[src/common/conv_geom_pkg.sv]
// Image, block and filter geometry of the first conv layer
// Address and loop index types
package conv_geom_pkg;

    localparam int IMG_WIDTH          = 8;
    localparam int IMG_HEIGHT         = 8;
    localparam int IMG_QUADS_PER_ROW  = IMG_WIDTH / 2;
    localparam int BLOCKS_PER_ROW     = (IMG_WIDTH - 2) / 2;   // Stride of 2 pixels
    localparam int BLOCKS_PER_COL     = (IMG_HEIGHT - 2) / 2;
    localparam int NUM_BLOCKS         = BLOCKS_PER_ROW * BLOCKS_PER_COL;
    localparam int NUM_FILTERS        = 4;
    localparam int KERNEL_DIM         = 3;
    localparam int BLOCK_DIM          = KERNEL_DIM + 1;        // 2x2 outputs per block
    localparam int BLOCK_PIXELS       = BLOCK_DIM * BLOCK_DIM;
    localparam int TAPS               = KERNEL_DIM * KERNEL_DIM;
    localparam int WEIGHTS_PER_FILTER = TAPS + 1;              // Bias first
    localparam int NUM_RESULTS        = NUM_FILTERS * NUM_BLOCKS;

    typedef logic [7:0] pixel_t;

    // One quad per bank word, four banks
    typedef logic [$clog2(IMG_QUADS_PER_ROW * IMG_HEIGHT / 2)-1:0] quad_addr_t;
    typedef logic [$clog2(NUM_FILTERS * WEIGHTS_PER_FILTER)-1:0] weight_addr_t;
    typedef logic [$clog2((NUM_RESULTS + 3) / 4)-1:0] res_addr_t;

    typedef logic [$clog2(NUM_BLOCKS)-1:0] block_idx_t;
    typedef logic [$clog2(NUM_FILTERS)-1:0] filter_idx_t;
    typedef logic [$clog2(NUM_RESULTS + 1)-1:0] result_idx_t;

endpackage

[src/common/conv_stream_pkg.sv]
// MAC beat stream, post-op and operand bundle types
// Residue bank write port type
package conv_stream_pkg;

    import conv_geom_pkg::*;

    // Header + taps + post-op
    localparam int BEATS_PER_BLOCK = TAPS + 2;

    // Pixel of bank b sits in bank[b]
    typedef struct packed {
        pixel_t [3:0] bank;
    } quad_t;

    typedef struct packed {
        logic       maxpool;
        logic       relu;
        logic [5:0] shift;
    } post_op_t;

    // Lane 0 is a pixel on tap beats, the post-op word on the post beat
    typedef union packed {
        pixel_t   px;
        post_op_t op;
    } lane0_u;

    typedef enum logic [1:0] {
        BEAT_HEADER,
        BEAT_TAP,
        BEAT_POST
    } beat_kind_t;

    typedef struct packed {
        beat_kind_t kind;
        lane0_u     lane0;
        pixel_t     lane1;
        pixel_t     lane2;
        pixel_t     lane3;
        pixel_t     param;
    } mac_beat_t;

    typedef struct packed {
        pixel_t [BLOCK_PIXELS-1:0]       block;      // Row-major 4x4
        pixel_t [WEIGHTS_PER_FILTER-1:0] weights;    // [0] is the bias
        filter_idx_t                     filter_idx;
        post_op_t                        post_op;
    } operand_t;

    typedef struct packed {
        logic       en;
        logic [1:0] bank;
        res_addr_t  addr;
        pixel_t     data;
    } res_write_t;

endpackage

[src/hw/conv_layer/conv_layer_top.sv]
// First-layer convolution sequencer top level
// Sequencer, operand fetch, beat emitter and residue write-back
`timescale 1ns/100ps

module conv_layer_top (
    input  logic                        clk,
    input  logic                        reset,
    input  logic                        start,
    input  conv_stream_pkg::post_op_t   post_op,
    output conv_geom_pkg::quad_addr_t   image_addr,
    input  conv_stream_pkg::quad_t      image_rd_data,
    output conv_geom_pkg::weight_addr_t weight_addr,
    input  conv_geom_pkg::pixel_t       weight_rd_data,
    output conv_stream_pkg::mac_beat_t  beat_out,
    output logic                        beat_valid,
    input  logic                        beat_ready,
    input  logic                        result_valid,
    input  conv_geom_pkg::pixel_t       result_data,
    output conv_stream_pkg::res_write_t res_write,
    output logic                        busy,
    output logic                        done
);

    import conv_geom_pkg::*;
    import conv_stream_pkg::*;

    logic        fetch_valid;
    logic        fetch_ready;
    block_idx_t  fetch_block;
    filter_idx_t fetch_filter;
    logic        fetch_load_weights;
    post_op_t    fetch_post_op;
    operand_t    opnd;
    logic        opnd_valid;
    logic        opnd_ready;
    logic        all_written;

    conv_sequencer u_sequencer (
        .clk                (clk),
        .reset              (reset),
        .start              (start),
        .post_op            (post_op),
        .fetch_valid        (fetch_valid),
        .fetch_ready        (fetch_ready),
        .fetch_block        (fetch_block),
        .fetch_filter       (fetch_filter),
        .fetch_load_weights (fetch_load_weights),
        .fetch_post_op      (fetch_post_op),
        .all_written        (all_written),
        .busy               (busy),
        .done               (done)
    );

    operand_fetch u_fetch (
        .clk                (clk),
        .reset              (reset),
        .fetch_valid        (fetch_valid),
        .fetch_ready        (fetch_ready),
        .fetch_block        (fetch_block),
        .fetch_filter       (fetch_filter),
        .fetch_load_weights (fetch_load_weights),
        .fetch_post_op      (fetch_post_op),
        .image_addr         (image_addr),
        .image_rd_data      (image_rd_data),
        .weight_addr        (weight_addr),
        .weight_rd_data     (weight_rd_data),
        .opnd               (opnd),
        .opnd_valid         (opnd_valid),
        .opnd_ready         (opnd_ready)
    );

    tap_emitter u_emitter (
        .clk        (clk),
        .reset      (reset),
        .opnd       (opnd),
        .opnd_valid (opnd_valid),
        .opnd_ready (opnd_ready),
        .beat_out   (beat_out),
        .beat_valid (beat_valid),
        .beat_ready (beat_ready)
    );

    // Count restarts only on an accepted start
    result_writeback u_writeback (
        .clk          (clk),
        .reset        (reset),
        .start        (start && !busy),
        .result_valid (result_valid),
        .result_data  (result_data),
        .res_write    (res_write),
        .all_written  (all_written)
    );

endmodule

[src/hw/conv_layer/conv_sequencer.sv]
// Filter and block loop control for the first conv layer
// Start, busy and done handling
`timescale 1ns/100ps

module conv_sequencer (
    input  logic                       clk,
    input  logic                       reset,
    input  logic                       start,
    input  conv_stream_pkg::post_op_t  post_op,
    output logic                       fetch_valid,
    input  logic                       fetch_ready,
    output conv_geom_pkg::block_idx_t  fetch_block,
    output conv_geom_pkg::filter_idx_t fetch_filter,
    output logic                       fetch_load_weights,
    output conv_stream_pkg::post_op_t  fetch_post_op,
    input  logic                       all_written,
    output logic                       busy,
    output logic                       done
);

    import conv_geom_pkg::*;
    import conv_stream_pkg::*;

    typedef enum logic [1:0] {
        IDLE,
        ISSUE,
        DRAIN
    } state_t;

    state_t      state;
    block_idx_t  block_cnt;
    filter_idx_t filter_cnt;
    post_op_t    post_op_q;
    logic        last_block;
    logic        last_filter;

    assign last_block  = (block_cnt == block_idx_t'(NUM_BLOCKS - 1));
    assign last_filter = (filter_cnt == filter_idx_t'(NUM_FILTERS - 1));

    always_ff @(posedge clk) begin
        if (reset) begin
            state      <= IDLE;
            block_cnt  <= '0;
            filter_cnt <= '0;
            done       <= 1'b0;
        end else begin
            done <= 1'b0;
            case (state)
                IDLE: begin
                    if (start) begin
                        state      <= ISSUE;
                        block_cnt  <= '0;
                        filter_cnt <= '0;
                    end
                end
                ISSUE: begin
                    if (fetch_ready) begin   // Request taken this cycle
                        if (last_block) begin
                            block_cnt <= '0;
                            if (last_filter)
                                state <= DRAIN;
                            else
                                filter_cnt <= filter_cnt + 1'b1;
                        end else begin
                            block_cnt <= block_cnt + 1'b1;
                        end
                    end
                end
                DRAIN: begin
                    // Wait for the last residue write
                    if (all_written) begin
                        state <= IDLE;
                        done  <= 1'b1;
                    end
                end
                default: state <= IDLE;
            endcase
        end
    end

    always_ff @(posedge clk) begin
        if (state == IDLE && start)
            post_op_q <= post_op;
    end

    assign busy               = (state != IDLE);
    assign fetch_valid        = (state == ISSUE);
    assign fetch_block        = block_cnt;
    assign fetch_filter       = filter_cnt;
    assign fetch_load_weights = (block_cnt == '0);   // New filter, new weights
    assign fetch_post_op      = post_op_q;

endmodule

[src/hw/conv_layer/operand_fetch.sv]
// Weight-set load and 4x4 block fetch from the four image banks
// Builds one operand bundle per request
`timescale 1ns/100ps

module operand_fetch (
    input  logic                        clk,
    input  logic                        reset,
    input  logic                        fetch_valid,
    output logic                        fetch_ready,
    input  conv_geom_pkg::block_idx_t   fetch_block,
    input  conv_geom_pkg::filter_idx_t  fetch_filter,
    input  logic                        fetch_load_weights,
    input  conv_stream_pkg::post_op_t   fetch_post_op,
    output conv_geom_pkg::quad_addr_t   image_addr,
    input  conv_stream_pkg::quad_t      image_rd_data,
    output conv_geom_pkg::weight_addr_t weight_addr,
    input  conv_geom_pkg::pixel_t       weight_rd_data,
    output conv_stream_pkg::operand_t   opnd,
    output logic                        opnd_valid,
    input  logic                        opnd_ready
);

    import conv_geom_pkg::*;
    import conv_stream_pkg::*;

    typedef enum logic [1:0] {
        IDLE,
        LOAD_W,
        FETCH_B,
        HOLD
    } state_t;

    state_t                          state;
    logic [3:0]                      step;
    quad_addr_t                      quad_base;
    weight_addr_t                    weight_base;
    filter_idx_t                     filter_q;
    post_op_t                        post_op_q;
    pixel_t [WEIGHTS_PER_FILTER-1:0] weight_buf;   // Kept across blocks of a filter
    pixel_t [BLOCK_PIXELS-1:0]       block_buf;
    logic [3:0]                      w_sel;
    logic [1:0]                      q_sel;
    logic [1:0]                      q_cap;

    assign fetch_ready = (state == IDLE);
    assign opnd_valid  = (state == HOLD);

    // Read index stops at the last word while the final data returns
    assign w_sel = (step < 4'(WEIGHTS_PER_FILTER)) ? step : 4'(WEIGHTS_PER_FILTER - 1);
    assign q_sel = (step < 4'd4) ? step[1:0] : 2'd3;
    assign q_cap = 2'(step - 4'd1);

    assign weight_addr = weight_base + weight_addr_t'(w_sel);
    assign image_addr  = quad_addr_t'(int'(quad_base) + int'(q_sel[1]) * IMG_QUADS_PER_ROW
                                      + int'(q_sel[0]));

    always_ff @(posedge clk) begin
        if (reset) begin
            state       <= IDLE;
            step        <= '0;
            quad_base   <= '0;
            weight_base <= '0;
        end else begin
            step <= step + 1'b1;
            case (state)
                IDLE: begin
                    step <= '0;
                    if (fetch_valid) begin
                        // Top-left quad of block (i, j) is quad (i, j)
                        quad_base <= quad_addr_t'(
                            (int'(fetch_block) / BLOCKS_PER_ROW) * IMG_QUADS_PER_ROW
                            + int'(fetch_block) % BLOCKS_PER_ROW);
                        if (fetch_load_weights) begin
                            weight_base <= weight_addr_t'(int'(fetch_filter)
                                                          * WEIGHTS_PER_FILTER);
                            state       <= LOAD_W;
                        end else begin
                            state <= FETCH_B;
                        end
                    end
                end
                LOAD_W: begin
                    if (step == 4'(WEIGHTS_PER_FILTER)) begin   // Ten reads + latency
                        state <= FETCH_B;
                        step  <= '0;
                    end
                end
                FETCH_B: begin
                    if (step == 4'd4)   // Four quads + latency
                        state <= HOLD;
                end
                HOLD: begin
                    if (opnd_ready)
                        state <= IDLE;
                end
                default: state <= IDLE;
            endcase
        end
    end

    // Data lands one cycle after its address
    always_ff @(posedge clk) begin
        if (state == IDLE && fetch_valid) begin
            filter_q  <= fetch_filter;
            post_op_q <= fetch_post_op;
        end
        if (state == LOAD_W && step != '0)
            weight_buf[step - 4'd1] <= weight_rd_data;
        if (state == FETCH_B && step != '0) begin
            for (int b = 0; b < 4; b++) begin
                // Block position {quad row, bank row, quad col, bank col}
                block_buf[{q_cap[1], 1'(b >> 1), q_cap[0], 1'(b & 1)}] <=
                    image_rd_data.bank[b];
            end
        end
    end

    assign opnd = '{block: block_buf, weights: weight_buf, filter_idx: filter_q,
                    post_op: post_op_q};

endmodule

[src/hw/conv_layer/result_writeback.sv]
// Round-robin residue bank write of returning MAC results
// Completion pulse after the last result of a run
`timescale 1ns/100ps

module result_writeback (
    input  logic                        clk,
    input  logic                        reset,
    input  logic                        start,
    input  logic                        result_valid,
    input  conv_geom_pkg::pixel_t       result_data,
    output conv_stream_pkg::res_write_t res_write,
    output logic                        all_written
);

    import conv_geom_pkg::*;

    result_idx_t count;   // Results seen since start

    always_ff @(posedge clk) begin
        if (reset) begin
            count         <= '0;
            res_write.en  <= 1'b0;
            all_written   <= 1'b0;
        end else begin
            res_write.en <= result_valid;
            // Pulse lines up with the last write
            all_written  <= result_valid && (count == result_idx_t'(NUM_RESULTS - 1));
            if (start)
                count <= '0;
            else if (result_valid)
                count <= count + 1'b1;
        end
    end

    // Bank m mod 4, address m/4
    always_ff @(posedge clk) begin
        if (result_valid) begin
            res_write.bank <= count[1:0];
            res_write.addr <= res_addr_t'(count >> 2);
            res_write.data <= result_data;
        end
    end

endmodule

[src/hw/conv_layer/tap_emitter.sv]
// Eleven-beat MAC stream per operand bundle
// Header, nine 3x3 taps over four lanes, post-op
`timescale 1ns/100ps

module tap_emitter (
    input  logic                       clk,
    input  logic                       reset,
    input  conv_stream_pkg::operand_t  opnd,
    input  logic                       opnd_valid,
    output logic                       opnd_ready,
    output conv_stream_pkg::mac_beat_t beat_out,
    output logic                       beat_valid,
    input  logic                       beat_ready
);

    import conv_geom_pkg::*;
    import conv_stream_pkg::*;

    localparam int LAST_BEAT = BEATS_PER_BLOCK - 1;

    operand_t                               opnd_q;
    logic                                   holding;
    logic [$clog2(BEATS_PER_BLOCK)-1:0]     beat_idx;
    logic                                   last_xfer;

    function automatic pixel_t block_px(input pixel_t [BLOCK_PIXELS-1:0] blk,
                                        input int row, input int col);
        return blk[row * BLOCK_DIM + col];
    endfunction

    assign beat_valid = holding;
    assign last_xfer  = holding && beat_ready && (beat_idx == LAST_BEAT);
    assign opnd_ready = !holding || last_xfer;

    always_ff @(posedge clk) begin
        if (reset) begin
            holding  <= 1'b0;
            beat_idx <= '0;
        end else if (opnd_valid && opnd_ready) begin
            holding  <= 1'b1;   // Back to back with the previous bundle
            beat_idx <= '0;
        end else if (last_xfer) begin
            holding <= 1'b0;
        end else if (holding && beat_ready) begin
            beat_idx <= beat_idx + 1'b1;
        end
    end

    always_ff @(posedge clk) begin
        if (opnd_valid && opnd_ready)
            opnd_q <= opnd;
    end

    always_comb begin
        int tap;
        int tr;
        int tc;
        tap = int'(beat_idx) - 1;
        tr  = 0;
        tc  = 0;
        beat_out = '0;
        if (beat_idx == 0) begin
            beat_out.kind  = BEAT_HEADER;
            beat_out.param = opnd_q.weights[0];   // Bias
        end else if (beat_idx == LAST_BEAT) begin
            beat_out.kind     = BEAT_POST;
            beat_out.lane0.op = opnd_q.post_op;
            beat_out.param    = pixel_t'(opnd_q.filter_idx);
        end else begin
            tr = tap / KERNEL_DIM;
            tc = tap % KERNEL_DIM;
            // Lane n is output (n/2, n%2) of the 2x2 result
            beat_out.kind     = BEAT_TAP;
            beat_out.lane0.px = block_px(opnd_q.block, tr, tc);
            beat_out.lane1    = block_px(opnd_q.block, tr, tc + 1);
            beat_out.lane2    = block_px(opnd_q.block, tr + 1, tc);
            beat_out.lane3    = block_px(opnd_q.block, tr + 1, tc + 1);
            beat_out.param    = opnd_q.weights[tap + 1];
        end
    end

endmodule

[config.mk]
export PLATFORM = sky130hd
export DESIGN_NAME = conv_layer_top
export DESIGN_NICKNAME = d
export VERILOG_FILES = /design/src/common/conv_geom_pkg.sv /design/src/common/conv_stream_pkg.sv /design/src/hw/conv_layer/conv_layer_top.sv /design/src/hw/conv_layer/conv_sequencer.sv /design/src/hw/conv_layer/operand_fetch.sv /design/src/hw/conv_layer/result_writeback.sv /design/src/hw/conv_layer/tap_emitter.sv
export SDC_FILE = /design/constraint.sdc
export NUM_CORES = 1
export LEC_CHECK = 0
export ABC_AREA = 0
export BUFFER_PORTS_ARGS = -buffer_cell sky130_fd_sc_hd__buf_2
export CORE_MARGIN = 2
export CORE_UTILIZATION = 30
export DETAILED_ROUTE_END_ITERATION = 8
export PLACE_DENSITY_LB_ADDON = 0.05
export SLEW_MARGIN = 5
export SYNTH_ARGS = -nofsm -noshare
export SYNTH_HDL_FRONTEND = slang
export SYNTH_HIERARCHICAL = 1
export SYNTH_SLANG_ARGS = --single-unit
export TNS_END_PERCENT = 30
[constraint.sdc]
create_clock -name clk -period 10.6 [get_ports clk]
set_input_delay 1.06 -clock clk [delete_from_list [all_inputs] [get_ports clk]]
set_output_delay 1.06 -clock clk [all_outputs]
set_load 0.01 [all_outputs]
Yosys cells after proc, flatten, opt, wreduce, memory -nomap -nowiden
Cells that the tools add are included.
{ "totals": {"out_inout_bits": 70, "inputBits": 61, "ff_bits": 495} }
{ "op_classes": {"n_eq_ne": 21, "multipliers": 1, "n_addsub": 18, "magnitude_cmp": 17, "n_bitwise": 2, "n_mux": 64, "n_reduce_logical": 35, "div": 4} }
{ "op_table": {"columns": ["cell", "n"], "rows": [
  ["128-bit bitwise mux", 4],
  ["8-bit binary-select mux with 4-bit select", 5],
  ["32-bit by 6-bit less-than comparator with 1-bit output (second input constant)", 5],
  ["8-bit two-way mux", 17],
  ["32-bit adder", 4],
  ["80-bit bitwise mux", 1],
  ["32-bit by 2-bit adder with 32-bit output (second input constant)", 2],
  ["8-bit demux with 2-bit select", 4],
  ["8-bit demux with 4-bit select", 1],
  ["32-bit by 3-bit divider with 32-bit output (second input constant)", 1],
  ["5-bit by 3-bit divider with 32-bit output (second input constant)", 1],
  ["32-bit by 3-bit remainder unit with 32-bit output (second input constant)", 1],
  ["5-bit by 3-bit remainder unit with 32-bit output (second input constant)", 1],
  ["2-bit two-way mux", 16],
  ["32-bit two-way mux", 1],
  ["30-bit by 2-bit adder with 30-bit output (second input constant)", 1],
  ["4-bit by 5-bit less-than comparator with 1-bit output (second input constant)", 5],
  ["24-bit two-way mux", 1],
  ["4-bit by 1-bit >= comparator with 1-bit output (second input constant)", 5],
  ["4-bit two-way mux", 5],
  ["4-bit one-hot mux with 2 select lines", 2],
  ["1-bit logical AND", 14],
  ["4-bit by 1-bit adder with 4-bit output (second input constant)", 3],
  ["4-bit equality test (second input constant)", 3],
  ["other kinds (34)", 59]
]} }

Longest topological paths before layout
{ "depth": {"ltp_word": 9, "depth_mapped": 38, "depth_no_buf": 28} }

Modules after synthesis
Netlist, hierarchy kept.
{ "modules_own_cells": {"columns": ["mod", "cells_per_inst", "seq_area_each_um2", "n_inst", "area_per_inst_um2"], "rows": [
  ["tap_emitter", 663, 6646.4, 1, 11258.3],
  ["operand_fetch", 416, 6786.5, 1, 8049.0],
  ["conv_sequencer", 71, 420.4, 1, 783.3],
  ["result_writeback", 46, 580.6, 1, 729.4],
  ["conv_layer_top", 1, 0.0, 1, 13.8]
]} }

Worst setup path before layout
Ideal clock, no wire load.
{ "synth_path": {"path_kind": "register to output", "startpoint": "reg u_emitter.beat_idx[0]", "endpoint": "out beat_out[26] in the netlist's numbering", "setup_slack_ns": 1.600, "path_buffers": 11, "t_required_ns": 9.540, "arrival_ns": 7.940, "path_stages_with_launch": 39, "path_cell_list": "dfxtp_1 -> buf_6 -> inv_1 -> ha_1 -> buf_6 -> or4_1 -> a21oi_1 -> nor2_1 -> inv_1 -> ha_1 -> clkbuf_1 -> xnor2_1 -> ha_1 -> clkbuf_1 -> nor2_1 -> o2111ai_4 -> a221oi_2 -> inv_1 -> [... 3 more ...] -> inv_4 -> xnor2_4 -> buf_6 -> buf_6 -> buf_2 -> ha_1 -> nand2_1 -> and2_1 -> clkbuf_1 -> buf_2 -> inv_1 -> ha_1 -> clkbuf_1 -> clkbuf_1 -> mux4_2 -> nor2b_1 -> a211oi_1 -> a211oi_2"} }
{ "synth_lines": {"columns": ["element", "line_no", "text"], "rows": [
  ["from (decl)", "tap_emitter.sv:23", "logic [$clog2(BEATS_PER_BLOCK)-1:0] beat_idx;"],
  ["from (signal assigned)", "tap_emitter.sv:45", "beat_idx <= beat_idx + 1'b1;"],
  ["to (decl)", "conv_layer_top.sv:14", "output conv_stream_pkg::mac_beat_t beat_out,"]
]} }

==> results.py <==
metrics = {
    "outcome": {
        "status": "finished clean",
    },
    "clock_tree": {
        "hold_buffers": 0,
        "numClockSinks": 492,
        "root_buffer": "clkbuf_16",
        "cts_tree": "built",
        "cts_resized": 0,
        "numCtsBuffers": 56,
        "htree_levels": 2,
        "postCtsSetupRepairBufs": 0,
        "clk_pin_slew_ps": 60,
        "cts_buffer_depth": 3,
        "insertion_delay_ps": 620,
    },
    "die": {
        "ioPinCount": 131,
        "rows": 96,
        "die_width_um": 268,
        "die-area_mm2": 0.0716,
        "die_h_um": 268,
        "initial_core_util_pct": 30.3,
        "coreArea_mm2": 0.0687,
    },
    "critical_path": {
        "worst_path_most_repeated_cell": "ha_1",
        "r2r_cells": 7,
        "max_stage_delay_ps": 950,
        "r2r_setup_slack_ps": 6470,
        "timing.rr.end": "u_emitter/opnd_q[91]$_DFFE_PP_",
        "arrival_ps": 8470,
        "cp_slowest_cell": "ha_2",
        "critPathMaxFanout": 23,
        "end_kind": "output port",
        "worstReg2RegStart": "u_emitter/beat_idx[3]$_SDFFE_PP0P_",
        "crit_type": "register to output port",
        "required_ps": 9540,
        "cp-start-kind": "register",
    },
    "timing": {
        "fin_ws_ps": 1070,
        "slew_violations": 0,
        "hold_viol": 0,
        "post-route-min-period_ps": 9530,
        "rsz0062_at_grt": "no",
        "finClkSkew_ps": 26.1,
        "setup_violations": 0,
        "min_period_over_period_pct": 89.9,
        "timing.slew.headroom_pct": 26.1,
        "setup_tns_ps": 0,
        "worstMarginPinSlew_ps": 1110,
        "clock.fmax_ghz": 0.105,
    },
    "route": {
        "finalWirelength_um": 52200,
        "dr.pass1.iters": 6,
        "vias": 11100,
        "ant_nets": 0,
        "drt-wirelength-per-cell_um": 22.5,
        "drc": 0,
        "vias_per_cell": 4.78,
        "drtIter0Drc": 735,
    },
    "logic_synthesis": {
        "syn_area_mm2": 0.0208,
        "syn-num-nets": 1296,
        "synth_top_area_share_pct": 66.0,
        "synthTopCellsByArea": "edfxtp_1, mux4_2, dfxtp_1",
        "ys_seq_elements": 492,
        "synthFlopType": "edfxtp_1",
        "synth_seq_area_share_pct": 69.3,
        "synth_cell_types": 91,
        "synth.largest_area_cell": "edfxtp_1",
        "syn_inst": 1197,
        "async_flop_share_pct": 0,
        "syn_area_per_cell_um2": 17.4,
        "ys_warn_count": 6,
        "synth_edf_count": 458,
    },
    "power_and_ir_drop": {
        "p_leak_nw": 8.17,
        "ir_drop_v": 0.000498,
        "p_int_mw": 4.95,
        "power_mw": 7.86,
        "clockPowerShare_pct": 24.0,
        "power_density_mw_per_mm2": 323,
        "switching_power_mw": 2.92,
        "seqPwrFrac_pct": 29.6,
        "swShare_pct": 37.1,
        "p_comb_share_pct": 46.4,
    },
    "placed_design": {
        "io_buffers": 130,
        "gp_congestion": 0.752,
        "place_hpwl_um": 33400,
        "post-place-ws_ps": 1680,
    },
    "layout": {
        "fin_nets": 1448,
        "fill_cells": 6597,
        "layout_common_cells": "edfxtp_1, buf_2, mux4_2",
        "layout_commonest_cell": "edfxtp_1",
        "area_delta_synth_final_pct": 16.9,
        "drive_gt1_share_pct": 27.6,
    },
    "min_path": {
        "hp-start": "u_fetch/opnd[81]$_DFFE_PP_",
        "hold_class": "register to register",
        "hold_depth": 0,
        "min_to": "u_emitter/opnd_q[81]$_DFFE_PP_",
    },
    "global_route": {
        "grt_pass1_wl_um": 77200,
        "grt_overflow": 0,
        "gr-usage-all-layers_pct": 14.8,
        "grt_max_degree": 71,
        "grt_pass1_vias": 11400,
        "antenna_found_initial": 4,
    },
    "job": {
        "cap_violations": 0,
    },
}
[metrics by stage]
step | instances | util, % | hold slack, ps | instance area [um2]
6_report | 2325 | 35.4 | 412 | 24400
3_3_place_gp | 2222 | 32.8 | 401 | 22600
4_1_cts | 2324 | 35.4 | 413 | 24300
2_1_floorplan | 1197 | - | 400 | 20800
5_1_grt | 2324 | 35.4 | 417 | 24300
3_5_place_dp | 2222 | 32.8 | 405 | 22600
[kinds of logic after synthesis]
group | Yosys count | share of synthesized area [%]
buf+inv | 93 | 2.07
simple gates | 253 | 6.96
compound gates | 168 | 6.65
mux | 123 | 11.2
xor+xnor | 30 | 1.50
flops | 492 | 69.3
fa+ha+maj | 38 | 2.32
[power by group through the flow]
| stage | logic [mW] | clock network (mW) | registers [mW] |
|---|---|---|---|
| final | 3.65 | 1.89 | 2.33 |
| after CTS | 3.75 | 1.96 | 2.33 |
| after global routing | 3.97 | 2.03 | 2.34 |
| after floorplan | 2.78 | 0 | 2.36 |
| after global placement | 3.71 | 0 | 2.37 |
| after detailed placement | 3.74 | 0 | 2.37 |
[routing by layer]
layer / GRT usage, % / up-vias / part of all wire (%)
li1: - / 5064 / -
met1: 20.3 / 5734 / 46
met2: 24.1 / 240 / 48
met3: 2.45 / 72 / 4.0
met4: 4.11 / 0 / 2.3
met5: 0 / - / 0
[layout make-up]
cell class	instances	area [um2]	area share, %
Tap cell	931	1160	4.78
Clock inverter	35	330	1.36
Timing Repair Buffer	153	823	3.38
Clock buffer	67	1460	6.01
Inverter	34	130	0.534
Sequential cell	492	14400	59.3
Antenna cell	1	2.50	0.0103
Multi-Input combinational cell	612	6000	24.7
[worst max-delay path by stage]
stage | startpoint | cells past startpoint | slack [ps] | to
after floorplan | u_emitter/beat_idx[0]$_SDFFE_PP0P_ | 38 | 1600 | beat_out[26]
after CTS | u_emitter/beat_idx[1]$_SDFFE_PP0P_ | 29 | 960 | beat_out[27]
after global placement | u_emitter/beat_idx[1]$_SDFFE_PP0P_ | 29 | 1820 | beat_out[27]
final | u_emitter/beat_idx[1]$_SDFFE_PP0P_ | 29 | 1070 | beat_out[27]
after detailed placement | u_emitter/beat_idx[1]$_SDFFE_PP0P_ | 29 | 1680 | beat_out[27]
after global routing | u_emitter/beat_idx[1]$_SDFFE_PP0P_ | 29 | 350 | beat_out[27]
[state kept, by name (all words and copies together), names as in the netlist, 6 cells and up]
name,cells
u_emitter/opnd_q,218
u_sequencer/fetch_post_op,8
u_writeback/count,6
u_writeback/res_write,15
u_fetch/opnd,216
[Yosys cell counts, drive strengths merged, types with 9 or more instances]
library cell,count
a211oi,38
a21oi,18
nand3,9
nand2,36
buf,25
a221oi,10
nor3,12
a31oi,12
nand2b,13
mux2i,33
o21ai,27
dfxtp,34
inv,32
and2,56
nor2,46
xnor2,23
edfxtp,458
clkbuf,34
nor2b,36
ha,37
mux4,88
[critical path, delay by kind of cell, from the launching register on]
| kind | cells | cell delay, ps |
|---|---|---|
| AND/OR/NAND/NOR | 6 | 1250 |
| buffers and inverters | 7 | 1080 |
| AO/OA/AOI/OAI | 7 | 1730 |
| multiplexers | 1 | 540 |
| flip-flops | 1 | 510 |
| XOR/XNOR | 2 | 290 |
| adder cells (fa/ha/maj) | 6 | 2420 |
Power figures use the tool's default switching activity.
